File: src/hdl/spi_boot_pkg.sv
package spi_boot_pkg;

   //////////////////////////////////////////////////
   // Widths
   //////////////////////////////////////////////////
   localparam int addr_bits  = 24;        // Flash byte address
   localparam int byte_bits  = 8;
   localparam int word_bits  = 32;        // Boot word
   localparam int count_bits = 8;         // Words per transfer
   localparam int cmd_bits   = byte_bits + addr_bits;
   localparam int cmd_cnt_bits = $clog2(cmd_bits);   // Counts command cycles

   typedef logic [addr_bits-1:0]  flash_addr_t;
   typedef logic [byte_bits-1:0]  flash_byte_t;
   typedef logic [word_bits-1:0]  boot_word_t;
   typedef logic [count_bits-1:0] word_count_t;
   typedef logic [cmd_bits-1:0]   cmd_word_t;  // Command byte above address

   // Plain read, no dummy cycles
   localparam flash_byte_t read_cmd = 8'h03;

   //////////////////////////////////////////////////
   // Sequencer states
   //////////////////////////////////////////////////
   typedef enum logic [1:0] {
      seq_idle,   // Waiting for start
      seq_cmd,    // Command and address out
      seq_data,   // Words coming in
      seq_done    // One cycle for done
   } seq_state_t;

   // Word strobe toward the consumer
   typedef struct packed {
      logic        word_valid;   // One cycle per word
      boot_word_t  word_data;    // First byte in 7:0
      word_count_t word_index;   // 0 for first word
   } word_out_t;

endpackage

File: src/hdl/spi_bit_shifter.sv
module spi_bit_shifter (
   input  logic                      SPI_SCK,
   input  logic                      rst_n,
   input  logic                      load,
   input  spi_boot_pkg::cmd_word_t   cmd_word,
   input  logic                      shift_en,
   input  logic                      spi_miso,
   output logic                      spi_mosi,
   output logic                      byte_valid,
   output spi_boot_pkg::flash_byte_t rx_byte
);
   import spi_boot_pkg::*;

   cmd_word_t   tx_sr;      // Outgoing bits, MSB first
   flash_byte_t rx_sr;      // Incoming bits
   logic [2:0]  bit_cnt;    // Position inside current byte

   //////////////////////////////////////////////////
   // Transmit side and byte framing
   //////////////////////////////////////////////////
   always_ff @(posedge SPI_SCK or negedge rst_n) begin
      if (!rst_n) begin
         tx_sr      <= '0;          // Keeps mosi low
         bit_cnt    <= '0;
         byte_valid <= 1'b0;
      end else if (load) begin
         tx_sr      <= cmd_word;    // Bit 31 on the wire right away
         bit_cnt    <= '0;
         byte_valid <= 1'b0;
      end else begin
         // Zeros follow the last address bit
         tx_sr      <= {tx_sr[cmd_bits-2:0], 1'b0};
         byte_valid <= shift_en && (bit_cnt == 3'd7);   // 8th bit this edge
         if (shift_en) begin
            bit_cnt <= bit_cnt + 3'd1;   // Wraps at byte boundary
         end
      end
   end

   //////////////////////////////////////////////////
   // Receive side
   //////////////////////////////////////////////////
   always_ff @(posedge SPI_SCK) begin
      if (shift_en) begin
         rx_sr <= {rx_sr[byte_bits-2:0], spi_miso};   // MSB arrives first
      end
   end

   // Whole byte sits in rx_sr while byte_valid is high
   assign rx_byte  = rx_sr;
   assign spi_mosi = tx_sr[cmd_bits-1];

endmodule

File: src/hdl/flash_read_sequencer.sv
module flash_read_sequencer (
   input  logic                      SPI_SCK,
   input  logic                      rst_n,
   input  logic                      start,        // One-cycle pulse
   input  spi_boot_pkg::flash_addr_t start_addr,
   input  spi_boot_pkg::word_count_t word_count,
   input  logic                      word_valid,   // From the packer
   output logic                      load,
   output spi_boot_pkg::cmd_word_t   cmd_word,
   output logic                      shift_en,
   output logic                      clear,
   output logic                      spi_cs_l,
   output logic                      busy,
   output logic                      done
);
   import spi_boot_pkg::*;

   seq_state_t              state;
   logic [cmd_cnt_bits-1:0] cmd_cnt;       // Command cycles sent
   word_count_t             words_total;   // Captured at start
   word_count_t             words_rx;      // Words seen so far
   logic                    accept;
   logic                    last_word;

   //////////////////////////////////////////////////
   // Start acceptance
   //////////////////////////////////////////////////
   // Only from idle, so starts while busy fall away
   assign accept = (state == seq_idle) && start;

   // Shifter and packer both restart on the accepted start
   assign load  = accept;
   assign clear = accept;

   // Read opcode then 24-bit address
   assign cmd_word = {read_cmd, start_addr};

   // Sample miso for the whole data phase
   assign shift_en = (state == seq_data);

   assign last_word = word_valid && (words_rx == words_total - 8'd1);

   //////////////////////////////////////////////////
   // FSM
   //////////////////////////////////////////////////
   always_ff @(posedge SPI_SCK or negedge rst_n) begin
      if (!rst_n) begin
         state       <= seq_idle;
         cmd_cnt     <= '0;
         words_total <= '0;
         words_rx    <= '0;
         spi_cs_l    <= 1'b1;    // Flash deselected
         busy        <= 1'b0;
         done        <= 1'b0;
      end else begin
         done <= 1'b0;           // Pulse by default
         case (state)
            seq_idle: begin
               if (accept) begin
                  state    <= seq_cmd;
                  cmd_cnt  <= '0;
                  words_rx <= '0;
                  spi_cs_l <= 1'b0;   // Select with first command bit
                  busy     <= 1'b1;
                  // Zero means a single word
                  if (word_count == '0) begin
                     words_total <= 8'd1;
                  end else begin
                     words_total <= word_count;
                  end
               end
            end

            seq_cmd: begin
               cmd_cnt <= cmd_cnt + 1'b1;
               // Flash takes bit 0 at this edge
               if (cmd_cnt == cmd_cnt_bits'(cmd_bits - 1)) begin
                  state <= seq_data;
               end
            end

            seq_data: begin
               if (word_valid) begin
                  words_rx <= words_rx + 8'd1;
               end
               if (last_word) begin
                  state    <= seq_done;
                  spi_cs_l <= 1'b1;   // End of burst
                  busy     <= 1'b0;
                  done     <= 1'b1;
               end
            end

            seq_done: begin
               state <= seq_idle;     // done drops here
            end

            default: begin
               state <= seq_idle;
            end
         endcase
      end
   end

endmodule

File: src/hdl/word_packer.sv
module word_packer (
   input  logic                      SPI_SCK,
   input  logic                      rst_n,
   input  logic                      clear,        // New transfer
   input  logic                      byte_valid,
   input  spi_boot_pkg::flash_byte_t rx_byte,
   output spi_boot_pkg::word_out_t   word_out
);
   import spi_boot_pkg::*;

   logic [1:0]  lane;            // Lane 0 holds bits 7:0
   logic [word_bits-byte_bits-1:0] acc;   // Lanes 0 to 2 collect here
   logic        word_valid_q;
   boot_word_t  word_data_q;
   word_count_t word_index_q;
   word_count_t next_index;

   //////////////////////////////////////////////////
   // Lane and index control
   //////////////////////////////////////////////////
   always_ff @(posedge SPI_SCK or negedge rst_n) begin
      if (!rst_n) begin
         lane         <= '0;
         word_valid_q <= 1'b0;
         word_index_q <= '0;
         next_index   <= '0;
      end else if (clear) begin
         lane         <= '0;
         word_valid_q <= 1'b0;
         next_index   <= '0;     // First word gets index 0
      end else begin
         word_valid_q <= byte_valid && (lane == 2'd3);   // Fourth byte in
         if (byte_valid) begin
            lane <= lane + 2'd1;
            if (lane == 2'd3) begin
               word_index_q <= next_index;
               next_index   <= next_index + 8'd1;
            end
         end
      end
   end

   // Little-endian assembly
   always_ff @(posedge SPI_SCK) begin
      if (byte_valid) begin
         if (lane == 2'd3) begin
            word_data_q <= {rx_byte, acc};   // Last byte on top
         end else begin
            acc[lane*byte_bits +: byte_bits] <= rx_byte;
         end
      end
   end

   assign word_out = '{word_valid: word_valid_q,
                       word_data:  word_data_q,
                       word_index: word_index_q};

endmodule

File: src/hdl/activity_led.sv
module activity_led #(
   parameter int led_div_bits = 5    // Blink divider width
) (
   input  logic       SPI_SCK,
   input  logic       rst_n,
   input  logic       spi_cs_l,
   output logic [1:0] led_inc
);

   logic [led_div_bits-1:0] blink_cnt;

   //////////////////////////////////////////////////
   // Blink counter and LEDs
   //////////////////////////////////////////////////
   always_ff @(posedge SPI_SCK or negedge rst_n) begin
      if (!rst_n) begin
         blink_cnt <= '0;
         led_inc   <= '0;
      end else begin
         // Frozen while the flash is selected
         if (spi_cs_l) begin
            blink_cnt <= blink_cnt + 1'b1;
         end
         led_inc[1] <= blink_cnt[led_div_bits-1] & spi_cs_l;   // Idle blink
         led_inc[0] <= ~spi_cs_l;                              // Bus active
      end
   end

endmodule

File: src/hdl/spi_boot_top.sv
module spi_boot_top #(
   parameter int led_div_bits = 5
) (
   input  logic                      SPI_SCK,
   input  logic                      pll_locked,   // Async reset, low active
   input  logic                      spi_miso,
   input  logic                      start,
   input  spi_boot_pkg::flash_addr_t start_addr,
   input  spi_boot_pkg::word_count_t word_count,
   output logic                      spi_cs_l,
   output logic                      spi_mosi,
   output spi_boot_pkg::word_out_t   word_out,
   output logic                      busy,
   output logic                      done,
   output logic [1:0]                led_inc
);
   import spi_boot_pkg::*;

   logic [1:0]  rst_sync;
   logic        rst_n;
   logic        load;
   cmd_word_t   cmd_word;
   logic        shift_en;
   logic        clear;
   logic        byte_valid;
   flash_byte_t rx_byte;

   //////////////////////////////////////////////////
   // Reset synchronizer
   //////////////////////////////////////////////////
   // Drops at once with pll_locked, releases two edges later
   always_ff @(posedge SPI_SCK or negedge pll_locked) begin
      if (!pll_locked) begin
         rst_sync <= '0;
      end else begin
         rst_sync <= {rst_sync[0], 1'b1};
      end
   end

   assign rst_n = rst_sync[1];

   //////////////////////////////////////////////////
   // Datapath
   //////////////////////////////////////////////////
   flash_read_sequencer i_flash_read_sequencer (
      .SPI_SCK    (SPI_SCK),
      .rst_n      (rst_n),
      .start      (start),
      .start_addr (start_addr),
      .word_count (word_count),
      .word_valid (word_out.word_valid),   // Counted toward word_count
      .load       (load),
      .cmd_word   (cmd_word),
      .shift_en   (shift_en),
      .clear      (clear),
      .spi_cs_l   (spi_cs_l),
      .busy       (busy),
      .done       (done)
   );

   spi_bit_shifter i_spi_bit_shifter (
      .SPI_SCK    (SPI_SCK),
      .rst_n      (rst_n),
      .load       (load),
      .cmd_word   (cmd_word),
      .shift_en   (shift_en),
      .spi_miso   (spi_miso),
      .spi_mosi   (spi_mosi),
      .byte_valid (byte_valid),
      .rx_byte    (rx_byte)
   );

   word_packer i_word_packer (
      .SPI_SCK    (SPI_SCK),
      .rst_n      (rst_n),
      .clear      (clear),
      .byte_valid (byte_valid),
      .rx_byte    (rx_byte),
      .word_out   (word_out)
   );

   // Board LEDs
   activity_led #(
      .led_div_bits (led_div_bits)
   ) i_activity_led (
      .SPI_SCK  (SPI_SCK),
      .rst_n    (rst_n),
      .spi_cs_l (spi_cs_l),
      .led_inc  (led_inc)
   );

endmodule

File: config.mk
export PLATFORM = sky130hd
export DESIGN_NAME = spi_boot_top
export DESIGN_NICKNAME = d
export VERILOG_FILES = /design/src/hdl/spi_boot_pkg.sv /design/src/hdl/spi_bit_shifter.sv /design/src/hdl/flash_read_sequencer.sv /design/src/hdl/word_packer.sv /design/src/hdl/activity_led.sv /design/src/hdl/spi_boot_top.sv
export SDC_FILE = /design/constraint.sdc
export NUM_CORES = 1
export LEC_CHECK = 0
export BUFFER_PORTS_ARGS = -buffer_cell sky130_fd_sc_hd__clkbuf_2
export CORE_MARGIN = 1.5
export CORE_UTILIZATION = 57
export DETAILED_ROUTE_END_ITERATION = 8
export GPL_TIMING_DRIVEN = 0
export PLACE_DENSITY = 0.78
export SLEW_MARGIN = 15
export SYNTH_ARGS = -nofsm -noshare
export SYNTH_HDL_FRONTEND = slang
export SYNTH_SLANG_ARGS = --single-unit
File: constraint.sdc
create_clock -name SPI_SCK -period 3.14 [get_ports SPI_SCK]
set_input_delay 0.314 -clock SPI_SCK [delete_from_list [all_inputs] [get_ports SPI_SCK]]
set_output_delay 0.314 -clock SPI_SCK [all_outputs]
set_load 0.01 [all_outputs]
==> metrics, run 1 <==
fraction of layout cells with a size suffix above 1=between 20% and 30%; worst hold path type=input pin to flop; Worst-Skew Late Latency=between 500 and 600 ps; final number of max-transition violations=0; post-route antenna net violation count=0; worst setup path category=flop to flop; area of the placeable core=approximately 10000 sq um; vias in the first global route=between 4000 and 5000; run status=complete, no violations; Power per Cell Area=544 nW/um^2; data required time of the critical path=between 3000 and 4000 ps; fraction of the mapped netlist area in simple logic gates=between 10% and 20%; largest net degree at the start of global routing=between 50 and 60; RSZ-0062 raised after global routing=no; TNS Setup=0 ps; routability-driven placement congestion ratio=around 0.8; dominant combinational cell family by area after synthesis=simple AND/OR/NAND/NOR gates; vias per inst=about 5.2; signal arrival time at the worst endpoint=around 2900 ps; level count of the clock H-tree=4; Post-Synthesis Cell Area=~6200 sq um; Num Clock Sinks=between 150 and 200; number of enable flip-flop cells after synthesis=64; minimum clock period=2450 ps; final clock period utilization by the worst path=between 70% and 80%; Final Hold Vio Count=0; gr usage total=about a fifth; I/O Buffers=82; count of unresolved DRC violations after routing=0; total leakage power=between 3 and 4 nW; post-detailed-routing wire length=between 10000 and 15000 um; total area of multi-input combinational cells=~1900 sq um; Worst Hold Path Cells=3; post-synthesis sequential element count=about 150; setup repair bufs after CTS=0; final setup margin=roughly 690 ps; max-cap viol count=0; Max Fclk=approximately 0.41 GHz; number of antenna violations at the first check in global routing=0; post-route cell area=~7700 sq um; async set-reset flop share out of synthesis=around 60%; Clock power frac=between 40% and 50%; Cell Area, Placed=6780 sq um; combinational cell fraction of total power=under 10%; Inserted Diodes=0; sequential share of power=between 50% and 60%; XOR/XNOR share of the synthesized area=roughly 4.4%; Setup WS pre-CTS=a little over 700 ps; DR WL/cell=between 10 and 15 um; area enclosed by the die boundary=about 11000 sq um; leading register cell type out of synthesis=dfrtp_1; Area Overhead vs Synth=24.3%; critical path capture point type=flop; Int Pwr=about 3.3 mW; total area of sequential cells=about 4200 sq um; Synth Area in Compound Gates=roughly 3.1%; placed cell count=between 700 and 800; Slew Limit Headroom=45.4%; clock buffers created by TritonCTS=17; multiplexer fraction of the synthesized cell area=under 10%; number of failing setup endpoints in the final timing report=0; count of yosys warnings during synthesis=0; mean area per synthesized cell=~13 sq um; first-pass detailed-route iteration total=4; switching power of the nets=~0.84 mW; HPWL Detailed=~7100 um; most common cell after layout, fill and taps aside=nand2_1; overall die width=around 110 um; number of rows in the core area=37; Net Count, Synth=between 500 and 600; Worst setup SP type=flop; Register-to-Register Path Depth=9; 1st-iter DRT viols=220; detailed-route via count=3985; switching share of total power=around a fifth; transition time at the pin with the least slew margin=~820 ps; number of fillers in the final layout=slightly below 700; Worst Clk Skew=about 8.1 ps; part of the Yosys area used for sequential elements=about two thirds; post-layout power=around 4.2 mW; effective utilization at floorplan=59.2%; root buffer selected by CTS=clkbuf_8; # nets final=675; cells after synthesis=just under 500; global-route wire length before repair=between 15000 and 20000 um; worst hold slack across all endpoints=17.2 ps; core utilization of the finished layout=around 74%; # IOs=83; post-synthesis cell type count=42; CTS tree=built; Max Fanout on Critical Path=9; adder and majority cell fraction of the synthesized area=3.45%; clock-pin slew on the worst setup and hold paths=approximately 70 ps; worst IR drop on VDD=304 uV; Die Ht=107 um; filler-free cell count of the finished design=~770; residual overflow from global routing=0; highest-count cells in the layout ignoring fill and taps=nand2_1 (99), dfrtp_1 (88), clkbuf_2 (82); Max Root-Sink Buffers=2
logic make-up (layout without fill, tap and decap cells):
logic type	count (synthesis)	in the layout
simple gates	211	211
flops	154	154
xor+xnor	31	31
compound gates	30	30
buf+inv	30	174
fa+ha+maj	17	17
mux	17	17
other cells	1	1
power by group through the flow:
stage | Sequential (mW) | Combinational [mW] | Clock (mW)
5_1_grt | 2.11 | 0.0817 | 2.10
4_1_cts | 2.11 | 0.0738 | 2.01
3_5_place_dp | 2.15 | 0.0462 | 0
2_1_floorplan | 2.15 | 0.00444 | 0
6_report | 2.11 | 0.0748 | 1.98
3_3_place_gp | 2.16 | 0.0280 | 0
final timing paths:
| path | from | endpoint | slack, ps |
|---|---|---|---|
| max | i_flash_read_sequencer.state[0]$_DFFE_PN0P_ | i_flash_read_sequencer.words_rx[5]$_DFFE_PN0P_ | 690 |
| min | word_count[5] | i_flash_read_sequencer.words_total[5]$_DFFE_PN0P_ | 20 |
| max reg2reg | i_flash_read_sequencer.state[0]$_DFFE_PN0P_ | i_flash_read_sequencer.words_rx[5]$_DFFE_PN0P_ | 690 |
| min reg2reg | rst_sync[1]$_DFF_PN0_ | i_word_packer.word_index_q[6]$_DFFE_PN0P_ | 280 |
| max in group asynchronous | rst_sync[1]$_DFF_PN0_ | i_flash_read_sequencer.spi_cs_l$_DFFE_PN1P_ | 2180 |
| min in group asynchronous | pll_locked | rst_sync[1]$_DFF_PN0_ | 110 |
cell usage after synthesis (2+ instances only):
| library cell | n | area [sq um] |
|---|---|---|
| nand4_1 | 8 | 50.1 |
| a211oi_1 | 2 | 15.0 |
| inv_1 | 11 | 41.3 |
| mux2_2 | 9 | 101 |
| edfxtp_1 | 64 | 1920 |
| and4_1 | 2 | 17.5 |
| nor2b_1 | 2 | 12.5 |
| a221oi_1 | 2 | 17.5 |
| nand3_1 | 9 | 45.0 |
| xnor2_1 | 16 | 140 |
| nor3_1 | 5 | 25.0 |
| clkbuf_1 | 13 | 48.8 |
| nand2b_1 | 4 | 25.0 |
| o211ai_1 | 3 | 22.5 |
| nor2_1 | 29 | 109 |
| o21ai_0 | 12 | 60.1 |
| ha_1 | 17 | 213 |
| xor2_1 | 15 | 131 |
| nand3b_1 | 2 | 15.0 |
| nand2_1 | 99 | 372 |
| and3_1 | 5 | 31.3 |
| dfrtp_1 | 89 | 2230 |
| and2_1 | 37 | 231 |
| buf_2 | 5 | 25.0 |
| a21oi_1 | 5 | 25.0 |
| nor3b_1 | 3 | 22.5 |
| mux2i_1 | 8 | 80.1 |
cell type report:
class | count | share of cell area (%)
multi-input cells | 307 | 24.4
well taps | 136 | 2.22
flip-flops and latches | 154 | 54.5
clock inverters | 11 | 1.37
inverters | 11 | 0.539
plain buffers | 19 | 1.06
repair buffers | 112 | 9.50
clock buffers | 21 | 6.41
worst max-delay path, cell delays in order, from the launching register on:
cell,delay (ps)
dfrtp_1,400
inv_1,130
ha_1,400
buf_2,280
mux2i_1,120
nor2_1,330
and4_1,330
nand3_1,130
xor2_1,170
nor2_1,50
per-layer routing:
metal	GRT usage (%)	routed length, um	vias up
met5	0	0	-
met4	10.0	267	0
met3	4.38	405	22
met2	35.9	5610	104
met1	25.0	4600	1928
li1	-	-	1931
sequential cells by signal, indices dropped and copies added, names as in the netlist, 2 cells and up:
name,flops
i_activity_led.blink_cnt,5
i_activity_led.led_inc,2
i_flash_read_sequencer.cmd_cnt,5
i_flash_read_sequencer.state,2
i_flash_read_sequencer.words_rx,8
i_flash_read_sequencer.words_total,8
i_spi_bit_shifter.bit_cnt,3
i_spi_bit_shifter.rx_byte,8
i_spi_bit_shifter.tx_sr,32
i_word_packer.acc,24
i_word_packer.lane,2
i_word_packer.next_index,8
i_word_packer.word_data_q,32
i_word_packer.word_index_q,8
rst_sync,2
repair_timing:
item / CTS / global route
endpoints found under the hold margin: 30 / 0
setup endpoints to repair: 0 / 0
resized for setup: 0 / 0
hold buffers: 29 / 0
(Power assumes the default switching activity.)
==> inputs of run 2 (changes only) <==
--- a/config.mk
+++ b/config.mk
@@ -5,6 +5,7 @@
 export SDC_FILE = /design/constraint.sdc
 export NUM_CORES = 1
 export LEC_CHECK = 0
+export ABC_AREA = 1
 export BUFFER_PORTS_ARGS = -buffer_cell sky130_fd_sc_hd__clkbuf_2
 export CORE_MARGIN = 1.5
 export CORE_UTILIZATION = 57
==> constraint.sdc (replaced) <==
create_clock -name SPI_SCK -period 2.4 [get_ports SPI_SCK]
set_input_delay 0.24 -clock SPI_SCK [delete_from_list [all_inputs] [get_ports SPI_SCK]]
set_output_delay 0.24 -clock SPI_SCK [all_outputs]
set_load 0.01 [all_outputs]
==> run 2 against run 1 <==
Compared with the run above:
- synthesized area is 0.83% higher
- via count is 11% higher
- first-iteration DRC count is 59% higher
- clock power is 20% higher
- synthesized cell count is 20% higher
- core utilization hardly changed
- highest routed layer unchanged
- largest cell class unchanged
==> metrics, run 2 <==
part of the Yosys area used for sequential elements=67.1% (was 67.7%); residual overflow from global routing=0 (unchanged); CTS tree=built (unchanged); async set-reset flop share out of synthesis=58.4% (unchanged); critical path capture point type=flop (unchanged); vias per inst=5.08 (was 5.17); cells after synthesis=587 (was 491); routability-driven placement congestion ratio=0.835 (was 0.793); Max Fanout on Critical Path=19 (was 9); Worst-Skew Late Latency=520 ps (was 530 ps); combinational cell fraction of total power=22.5% (was 1.8%); 1st-iter DRT viols=349 (was 220); effective utilization at floorplan=59.4% (was 59.2%); Worst Clk Skew=5.72 ps (was 8.10 ps); switching power of the nets=2.43 mW (was 0.838 mW); RSZ-0062 raised after global routing=no (unchanged); Area Overhead vs Synth=23.8% (was 24.3%); most common cell after layout, fill and taps aside=nand2_1 (unchanged); worst hold slack across all endpoints=32.7 ps (was 17.2 ps); share of Yosys cell area claimed by the top area cell type=35.8% (was 36.1%); number of fillers in the final layout=706 (was 680); Post-Synthesis Cell Area=6220 sq um (was 6170 sq um); post-detailed-routing wire length=12400 um (was 10900 um); root buffer selected by CTS=clkbuf_8 (unchanged); worst setup path category=flop to flop (unchanged); I/O Buffers=82 (unchanged); first-pass detailed-route iteration total=5 (was 4); Clock power frac=30.7% (was 47.6%); worst IR drop on VDD=594 uV (was 304 uV); Max Root-Sink Buffers=2 (unchanged); transition time at the pin with the least slew margin=784 ps (was 819 ps); Die Ht=107 um (about the same); Inserted Diodes=0 (unchanged); post-synthesis cell type count=37 (was 42); final number of max-transition violations=0 (unchanged); post-synth top area cell=dfrtp_1 (unchanged); level count of the clock H-tree=4 (unchanged); setup repair bufs after CTS=0 (unchanged); gr usage total=23.0% (was 20.8%); DR WL/cell=14.2 um (was 14.1 um); clock buffers created by TritonCTS=17 (unchanged); number of enable flip-flop cells after synthesis=64 (unchanged); ranking of synthesized cells by instance count=nand2_1 (174), dfrtp_1 (89), edfxtp_1 (64), inv_1 (60), nor2_1 (55) (was nand2_1 (99), dfrtp_1 (89), edfxtp_1 (64), and2_1 (37), nor2_1 (29)); highest-count cells in the layout ignoring fill and taps=nand2_1 (174), dfrtp_1 (88), clkbuf_2 (82) (was nand2_1 (99), dfrtp_1 (88), clkbuf_2 (82)); TNS Setup=0 ps (unchanged); total leakage power=3.58 nW (was 3.52 nW); overall die width=107 um (about the same); Max Fclk=0.468 GHz (was 0.408 GHz); number of rows in the core area=37 (unchanged); final clock period utilization by the worst path=88.9% (was 78.1%); worst hold path type=input pin to asynchronous set/reset pin (was input pin to flop); dominant combinational cell family by area after synthesis=simple AND/OR/NAND/NOR gates (unchanged); # nets final=777 (was 675); vias in the first global route=4408 (was 4011); count leader, synth=nand2_1 (unchanged); post-synthesis sequential element count=154 (unchanged); minimum clock period=2130 ps (was 2450 ps); area of the placeable core=10500 sq um (was 10400 sq um); largest cells by area after synthesis=dfrtp_1 (36%), edfxtp_1 (31%), nand2_1 (11%), inv_1 (3.6%), ha_1 (3.4%) (was dfrtp_1 (36%), edfxtp_1 (31%), nand2_1 (6.0%), and2_1 (3.8%), ha_1 (3.4%)); post-route antenna net violation count=0 (unchanged); switching share of total power=31.3% (was 20.1%); # IOs=83 (unchanged); Register-to-Register Path Depth=7 (was 9); HPWL Detailed=7780 um (was 7080 um); signal arrival time at the worst endpoint=2600 ps (was 2860 ps); Slew Limit Headroom=47.5% (was 45.4%); XOR/XNOR share of the synthesized area=1.41% (was 4.40%); sequential share of power=46.8% (was 50.7%); fraction of the mapped netlist area in simple logic gates=19.6% (was 16.3%); mean area per synthesized cell=10.6 sq um (was 12.6 sq um); Num Clock Sinks=154 (unchanged); detailed-route via count=4432 (was 3985); count of unresolved DRC violations after routing=0 (unchanged); Synth Area in Compound Gates=3.58% (was 3.14%); multiplexer fraction of the synthesized cell area=0% (was 2.94%); leading register cell type out of synthesis=dfrtp_1 (unchanged); largest net degree at the start of global routing=52 (was 56); adder and majority cell fraction of the synthesized area=3.42% (was 3.45%); Power per Cell Area=1010 nW/um^2 (was 544 nW/um^2); Worst setup SP type=flop (unchanged); count of yosys warnings during synthesis=0 (unchanged); core utilization of the finished layout=73.6% (about the same); run status=complete, no violations (unchanged); Net Count, Synth=640 (was 544); post-layout power=7.75 mW (was 4.17 mW); fraction of layout cells with a size suffix above 1=19.0% (was 21.4%); data required time of the critical path=2860 ps (was 3540 ps); number of antenna violations at the first check in global routing=0 (unchanged); Int Pwr=5.32 mW (was 3.34 mW); largest registers ranked by flip-flop count=i_spi_bit_shifter.tx_sr: 32 flops, i_word_packer.word_data_q: 32 flops, i_word_packer.acc: 24 flops (unchanged); area enclosed by the die boundary=11500 sq um (about the same); max-cap viol count=0 (unchanged); clock-pin slew on the worst setup and hold paths=60 ps (was 70 ps); Final Hold Vio Count=0 (unchanged); global-route wire length before repair=20200 um (was 18200 um); number of failing setup endpoints in the final timing report=0 (unchanged)
-- run 2: cell types whose count changed after synthesis, sizes merged, moves of 11 or more --
cell and change:
nand2 +77, nor2 +30, inv +50, o21ai +14
nand3 +16, xnor2 -11, and2 -37
-- run 2: cells by family (layout without fill, tap and decap cells) --
group           after synthesis  after routing
xor+xnor                     10             10
other cells                   1              1
compound gates               43             43
flops                       154            154
simple gates                287            287
fa+ha+maj                    17             17
buf+inv                      75            224
-- run 2: path summary, 6_finish.rpt --
kind / start / end / slack, ps
setup / recovery: i_word_packer.lane[0]$_DFFE_PN0P_ / i_word_packer.next_index[7]$_DFFE_PN0P_ / 270
hold / removal: pll_locked / rst_sync[1]$_DFF_PN0_ / 30
setup reg to reg: i_word_packer.lane[0]$_DFFE_PN0P_ / i_word_packer.next_index[7]$_DFFE_PN0P_ / 270
hold reg to reg: rst_sync[0]$_DFF_PN0_ / rst_sync[1]$_DFF_PN0_ / 360
max in group asynchronous: rst_sync[1]$_DFF_PN0_ / i_word_packer.word_index_q[3]$_DFFE_PN0P_ / 1390
min in group SPI_SCK: start / i_flash_read_sequencer.spi_cs_l$_DFFE_PN1P_ / 200
-- run 2: routing by layer --
layer / global-route usage [%] / up-vias / wire length (um)
li1: - / 2154 / -
met1: 27.4 / 2122 / 5050
met2: 41.6 / 129 / 6550
met3: 4.54 / 27 / 547
met4: 8.08 / 0 / 231
met5: 0 / - / 0
-- run 2: repair_timing --
action	in CTS	in global routing
cloned	0	1
hold buffers	34	0
endpoints found under the hold margin	35	0
endpoints found under the setup margin	1	4
gates resized for setup	1	2
-- run 2: power by group through the flow --
stage | logic [mW] | registers, mW | clock network, mW
2_1_floorplan | 1.27 | 3.59 | 0
3_3_place_gp | 1.55 | 3.65 | 0
3_5_place_dp | 1.67 | 3.66 | 0
4_1_cts | 1.73 | 3.62 | 2.40
5_1_grt | 2.02 | 3.68 | 2.52
6_report | 1.74 | 3.62 | 2.38
-- run 2: through the flow --
step | cell area, sq um | setup slack (ps) | cells
2_1_floorplan | 6220 | 371 | 587
3_3_place_gp | 6800 | 45.2 | 805
3_5_place_dp | 6820 | -36.8 | 806
4_1_cts | 7690 | 67.3 | 871
5_1_grt | 7700 | 105 | 872
6_report | 7700 | 265 | 872
-- run 2: layout make-up --
cell class	instances	area, sq um	share of cell area, %
sequential	154	4180	54.3
multi-input combinational	358	1750	22.7
timing repair buffer	117	771	10.0
clock buffer	19	422	5.48
inverter	62	236	3.07
tap	136	170	2.21
clock inverter	12	103	1.33
buffer	13	67.6	0.877
timing repair inverter	1	7.51	0.0975
-- run 2: critical path, cell delays in order, from the launching register on --
cell	delay (ps)
dfrtp_1	410
ha_1	220
nand2_1	340
clkinvlp_4	490
nand3_1	260
nor2_1	80
a21oi_1	130
o21a_1	130
==> inputs of run 3 (changes only) <==
--- a/config.mk
+++ b/config.mk
@@ -8,11 +8,12 @@
 export ABC_AREA = 1
 export BUFFER_PORTS_ARGS = -buffer_cell sky130_fd_sc_hd__clkbuf_2
 export CORE_MARGIN = 1.5
-export CORE_UTILIZATION = 57
+export CORE_UTILIZATION = 58
 export DETAILED_ROUTE_END_ITERATION = 8
 export GPL_TIMING_DRIVEN = 0
-export PLACE_DENSITY = 0.78
+export PLACE_DENSITY = 0.79
 export SLEW_MARGIN = 15
 export SYNTH_ARGS = -nofsm -noshare
 export SYNTH_HDL_FRONTEND = slang
+export SYNTH_HIERARCHICAL = 1
 export SYNTH_SLANG_ARGS = --single-unit
==> run 3 against run 2 <==
Compared with the run above:
- core utilization decreased by 4.7 points
- clock skew increased by 3.7 ps
- clock power increased by 6%
- clock-buffer cell count decreased by 2
- combinational power increased by 4%
==> metrics, run 3 <==
run status=complete, no violations (unchanged); part of the Yosys area used for sequential elements=62.4% (was 67.1%); gr usage total=21.0% (was 23.0%); clock-pin slew on the worst setup and hold paths=60 ps (about the same); DR WL/cell=13.1 um (was 14.2 um); largest cells by area after synthesis=dfrtp_1 (33%), edfxtp_1 (29%), nand2_1 (11%), buf_4 (4.2%), inv_1 (3.4%) (was dfrtp_1 (36%), edfxtp_1 (31%), nand2_1 (11%), inv_1 (3.6%), ha_1 (3.4%)); area of the placeable core=11300 sq um (was 10500 sq um); routability-driven placement congestion ratio=0.844 (was 0.835); post-route antenna net violation count=0 (unchanged); ranking of synthesized cells by instance count=nand2_1 (196), dfrtp_1 (89), edfxtp_1 (64), inv_1 (61), nor2_1 (53) (was nand2_1 (174), dfrtp_1 (89), edfxtp_1 (64), inv_1 (60), nor2_1 (55)); startpoint of the worst register-to-register path=i_flash_read_sequencer/state[0]$_DFFE_PN0P_ (was i_word_packer.lane[0]$_DFFE_PN0P_); vias per inst=4.99 (was 5.08); count of unresolved DRC violations after routing=0 (unchanged); Inserted Diodes=0 (unchanged); largest net degree at the start of global routing=55 (was 52); Post-Synthesis Cell Area=6690 sq um (was 6220 sq um); total leakage power=3.72 nW (was 3.58 nW); DRT met1 WL=4920 um (was 5050 um); Worst setup SP type=flop (unchanged); post-synth top area cell=dfrtp_1 (unchanged); detailed-route via count=4464 (was 4432); RSZ-0062 raised after global routing=no (unchanged); worst IR drop on VDD=657 uV (was 594 uV); first-pass detailed-route iteration total=5 (unchanged); residual overflow from global routing=0 (unchanged); Setup WS pre-CTS=43.0 ps (was -36.8 ps); # nets final=791 (was 777); # IOs=83 (unchanged); async set-reset flop share out of synthesis=58.4% (unchanged); setup repair bufs after CTS=0 (unchanged); global-route wire length before repair=19300 um (was 20200 um); Power per Cell Area=1020 nW/um^2 (was 1010 nW/um^2); 1st-iter DRT viols=254 (was 349); worst setup path category=flop to flop (unchanged); post-synthesis sequential element count=154 (unchanged); max-cap viol count=0 (unchanged); Max Fclk=0.469 GHz (was 0.468 GHz); critical path capture point type=flop (unchanged); placed cell count=861 (was 806); Worst-Skew Late Latency=410 ps (was 520 ps); mean area per synthesized cell=10.2 sq um (was 10.6 sq um); number of failing setup endpoints in the final timing report=0 (unchanged); met2 layer wire length in the routed design=6040 um (was 6550 um); filler-free cell count of the finished design=895 (was 872); Max Used Layer=met4 (unchanged); I/O Buffers=58 (was 82); TNS Setup=0 ps (unchanged); post-detailed-routing wire length=11700 um (was 12400 um); area enclosed by the die boundary=12200 sq um (was 11500 sq um); post-synthesis cell type count=39 (was 37); Num Clock Sinks=154 (unchanged); amount of wire on met3 after detailed routing=613 um (was 547 um); number of antenna violations at the first check in global routing=0 (unchanged); signal arrival time at the worst endpoint=2430 ps (was 2600 ps); Worst Clk Skew=9.39 ps (was 5.72 ps); Max Fanout on Critical Path=19 (unchanged); fraction of layout cells with a size suffix above 1=23.5% (was 19.0%); CTS tree=built (unchanged); clock buffers created by TritonCTS=17 (unchanged); worst hold path type=input pin to flop (was input pin to asynchronous set/reset pin); Max Root-Sink Buffers=2 (unchanged); cells after synthesis=653 (was 587); Die Ht=110 um (was 107 um); Slew Limit Headroom=50.2% (was 47.5%); count of yosys warnings during synthesis=6 (was 0); root buffer selected by CTS=clkbuf_16 (was clkbuf_8); data required time of the critical path=2700 ps (was 2860 ps); level count of the clock H-tree=4 (unchanged); highest-count cells in the layout ignoring fill and taps=nand2_1 (196), dfrtp_1 (88), edfxtp_1 (64) (was nand2_1 (174), dfrtp_1 (88), clkbuf_2 (82)); minimum clock period=2130 ps (about the same); final setup margin=268 ps (was 265 ps); count leader, synth=nand2_1 (unchanged); most common cell after layout, fill and taps aside=nand2_1 (unchanged); capturing point of the worst reg2reg path=i_flash_read_sequencer/words_rx[7]$_DFFE_PN0P_ (was i_word_packer.next_index[7]$_DFFE_PN0P_); Area Overhead vs Synth=16.7% (was 23.8%); leading register cell type out of synthesis=dfrtp_1 (unchanged); final clock period utilization by the worst path=88.9% (about the same); crit path capture=i_flash_read_sequencer/words_rx[7]$_DFFE_PN0P_ (was i_word_packer.next_index[7]$_DFFE_PN0P_); Worst Hold Path Cells=3; HPWL Detailed=8170 um (was 7780 um); CP Launch Point=i_flash_read_sequencer/state[0]$_DFFE_PN0P_ (was i_word_packer.lane[0]$_DFFE_PN0P_); Final Hold Vio Count=0 (unchanged); transition time at the pin with the least slew margin=744 ps (was 784 ps); largest registers ranked by flip-flop count=i_spi_bit_shifter/tx_sr: 32 flops, i_word_packer/word_data_q: 32 flops, i_word_packer/acc: 24 flops (was i_spi_bit_shifter.tx_sr: 32 flops, i_word_packer.word_data_q: 32 flops, i_word_packer.acc: 24 flops); post-layout power=7.97 mW (was 7.75 mW); internal reg-to-reg setup slack=270 ps (about the same); vias in the first global route=4370 (was 4408); effective utilization at floorplan=59.1% (was 59.4%); final number of max-transition violations=0 (unchanged); share of Yosys cell area claimed by the top area cell type=33.3% (was 35.8%); number of rows in the core area=39 (was 37); overall die width=110 um (was 107 um); number of enable flip-flop cells after synthesis=64 (unchanged); Register-to-Register Path Depth=11 (was 7)
[run 3: cell families after synthesis]
logic type	count (synthesis)	share of synthesized area, %
other	3	0.168
adders and majority gates	16	2.99
DFF	154	62.4
AOI/OAI and AO/OA	42	3.69
and+or+nand+nor	323	21.0
xor gates and xnor gates	4	0.524
buffers and inverters	111	9.19
[run 3: per-stage QoR]
stage | hold WS (ps) | area, sq um | util, %
6_report | 28.9 | 7810 | 69.0
3_3_place_gp | 25.7 | 7180 | 63.4
5_1_grt | 23.0 | 7810 | 69.0
4_1_cts | 13.9 | 7800 | 68.9
2_1_floorplan | -55.6 | 6710 | -
3_5_place_dp | 28.0 | 7210 | 63.7
[run 3: worst max-delay path, stage by stage (launching register included)]
cell and delay [ps]:
dfrtp_1 400, inv_1 90, ha_2 460, inv_2 110
o21ai_4 210, nand2_4 120, nor2_4 130, nand2_2 90
nor3_4 150, nand2_2 80, o21ai_1 130, a21oi_1 50
[run 3: worst min-delay path by stage]
stage / start / endpoint
finish: start_addr[21] / i_spi_bit_shifter/tx_sr[21]$_DFF_PN0_
global route: start_addr[5] / i_spi_bit_shifter/tx_sr[5]$_DFF_PN0_
CTS: start_addr[21] / i_spi_bit_shifter/tx_sr[21]$_DFF_PN0_
detailed placement: pll_locked / rst_sync[0]$_DFF_PN0_
global placement: pll_locked / rst_sync[0]$_DFF_PN0_
floorplan: pll_locked / rst_sync[0]$_DFF_PN0_
[run 3: timing repair]
action / CTS / global route
hold endpoints to repair: 3 / 0
setup endpoints to repair: 0 / 37
hold buffers: 2 / 0
gates resized for setup: 0 / 2
[run 3: final cells by class]
cell class | count | area, sq um
plain buffers | 44 | 353
clock buffers | 17 | 425
clock inverters | 15 | 144
fillers | 824 | 3510
inverters | 67 | 265
multi-input cells | 394 | 1920
flip-flops and latches | 154 | 4180
well taps | 143 | 179
repair buffers | 61 | 338
[run 3: report_power, final]
group,switching (mW),internal (mW)
Sequential,0.344,3.30
Combinational,1.13,0.679
Clock,1.08,1.44
[run 3: per-layer routing]
layer,track usage [%],vias up
li1,-,2210
met1,25.3,2089
met2,36.3,141
met3,5.70,24
met4,7.60,0
met5,0,-
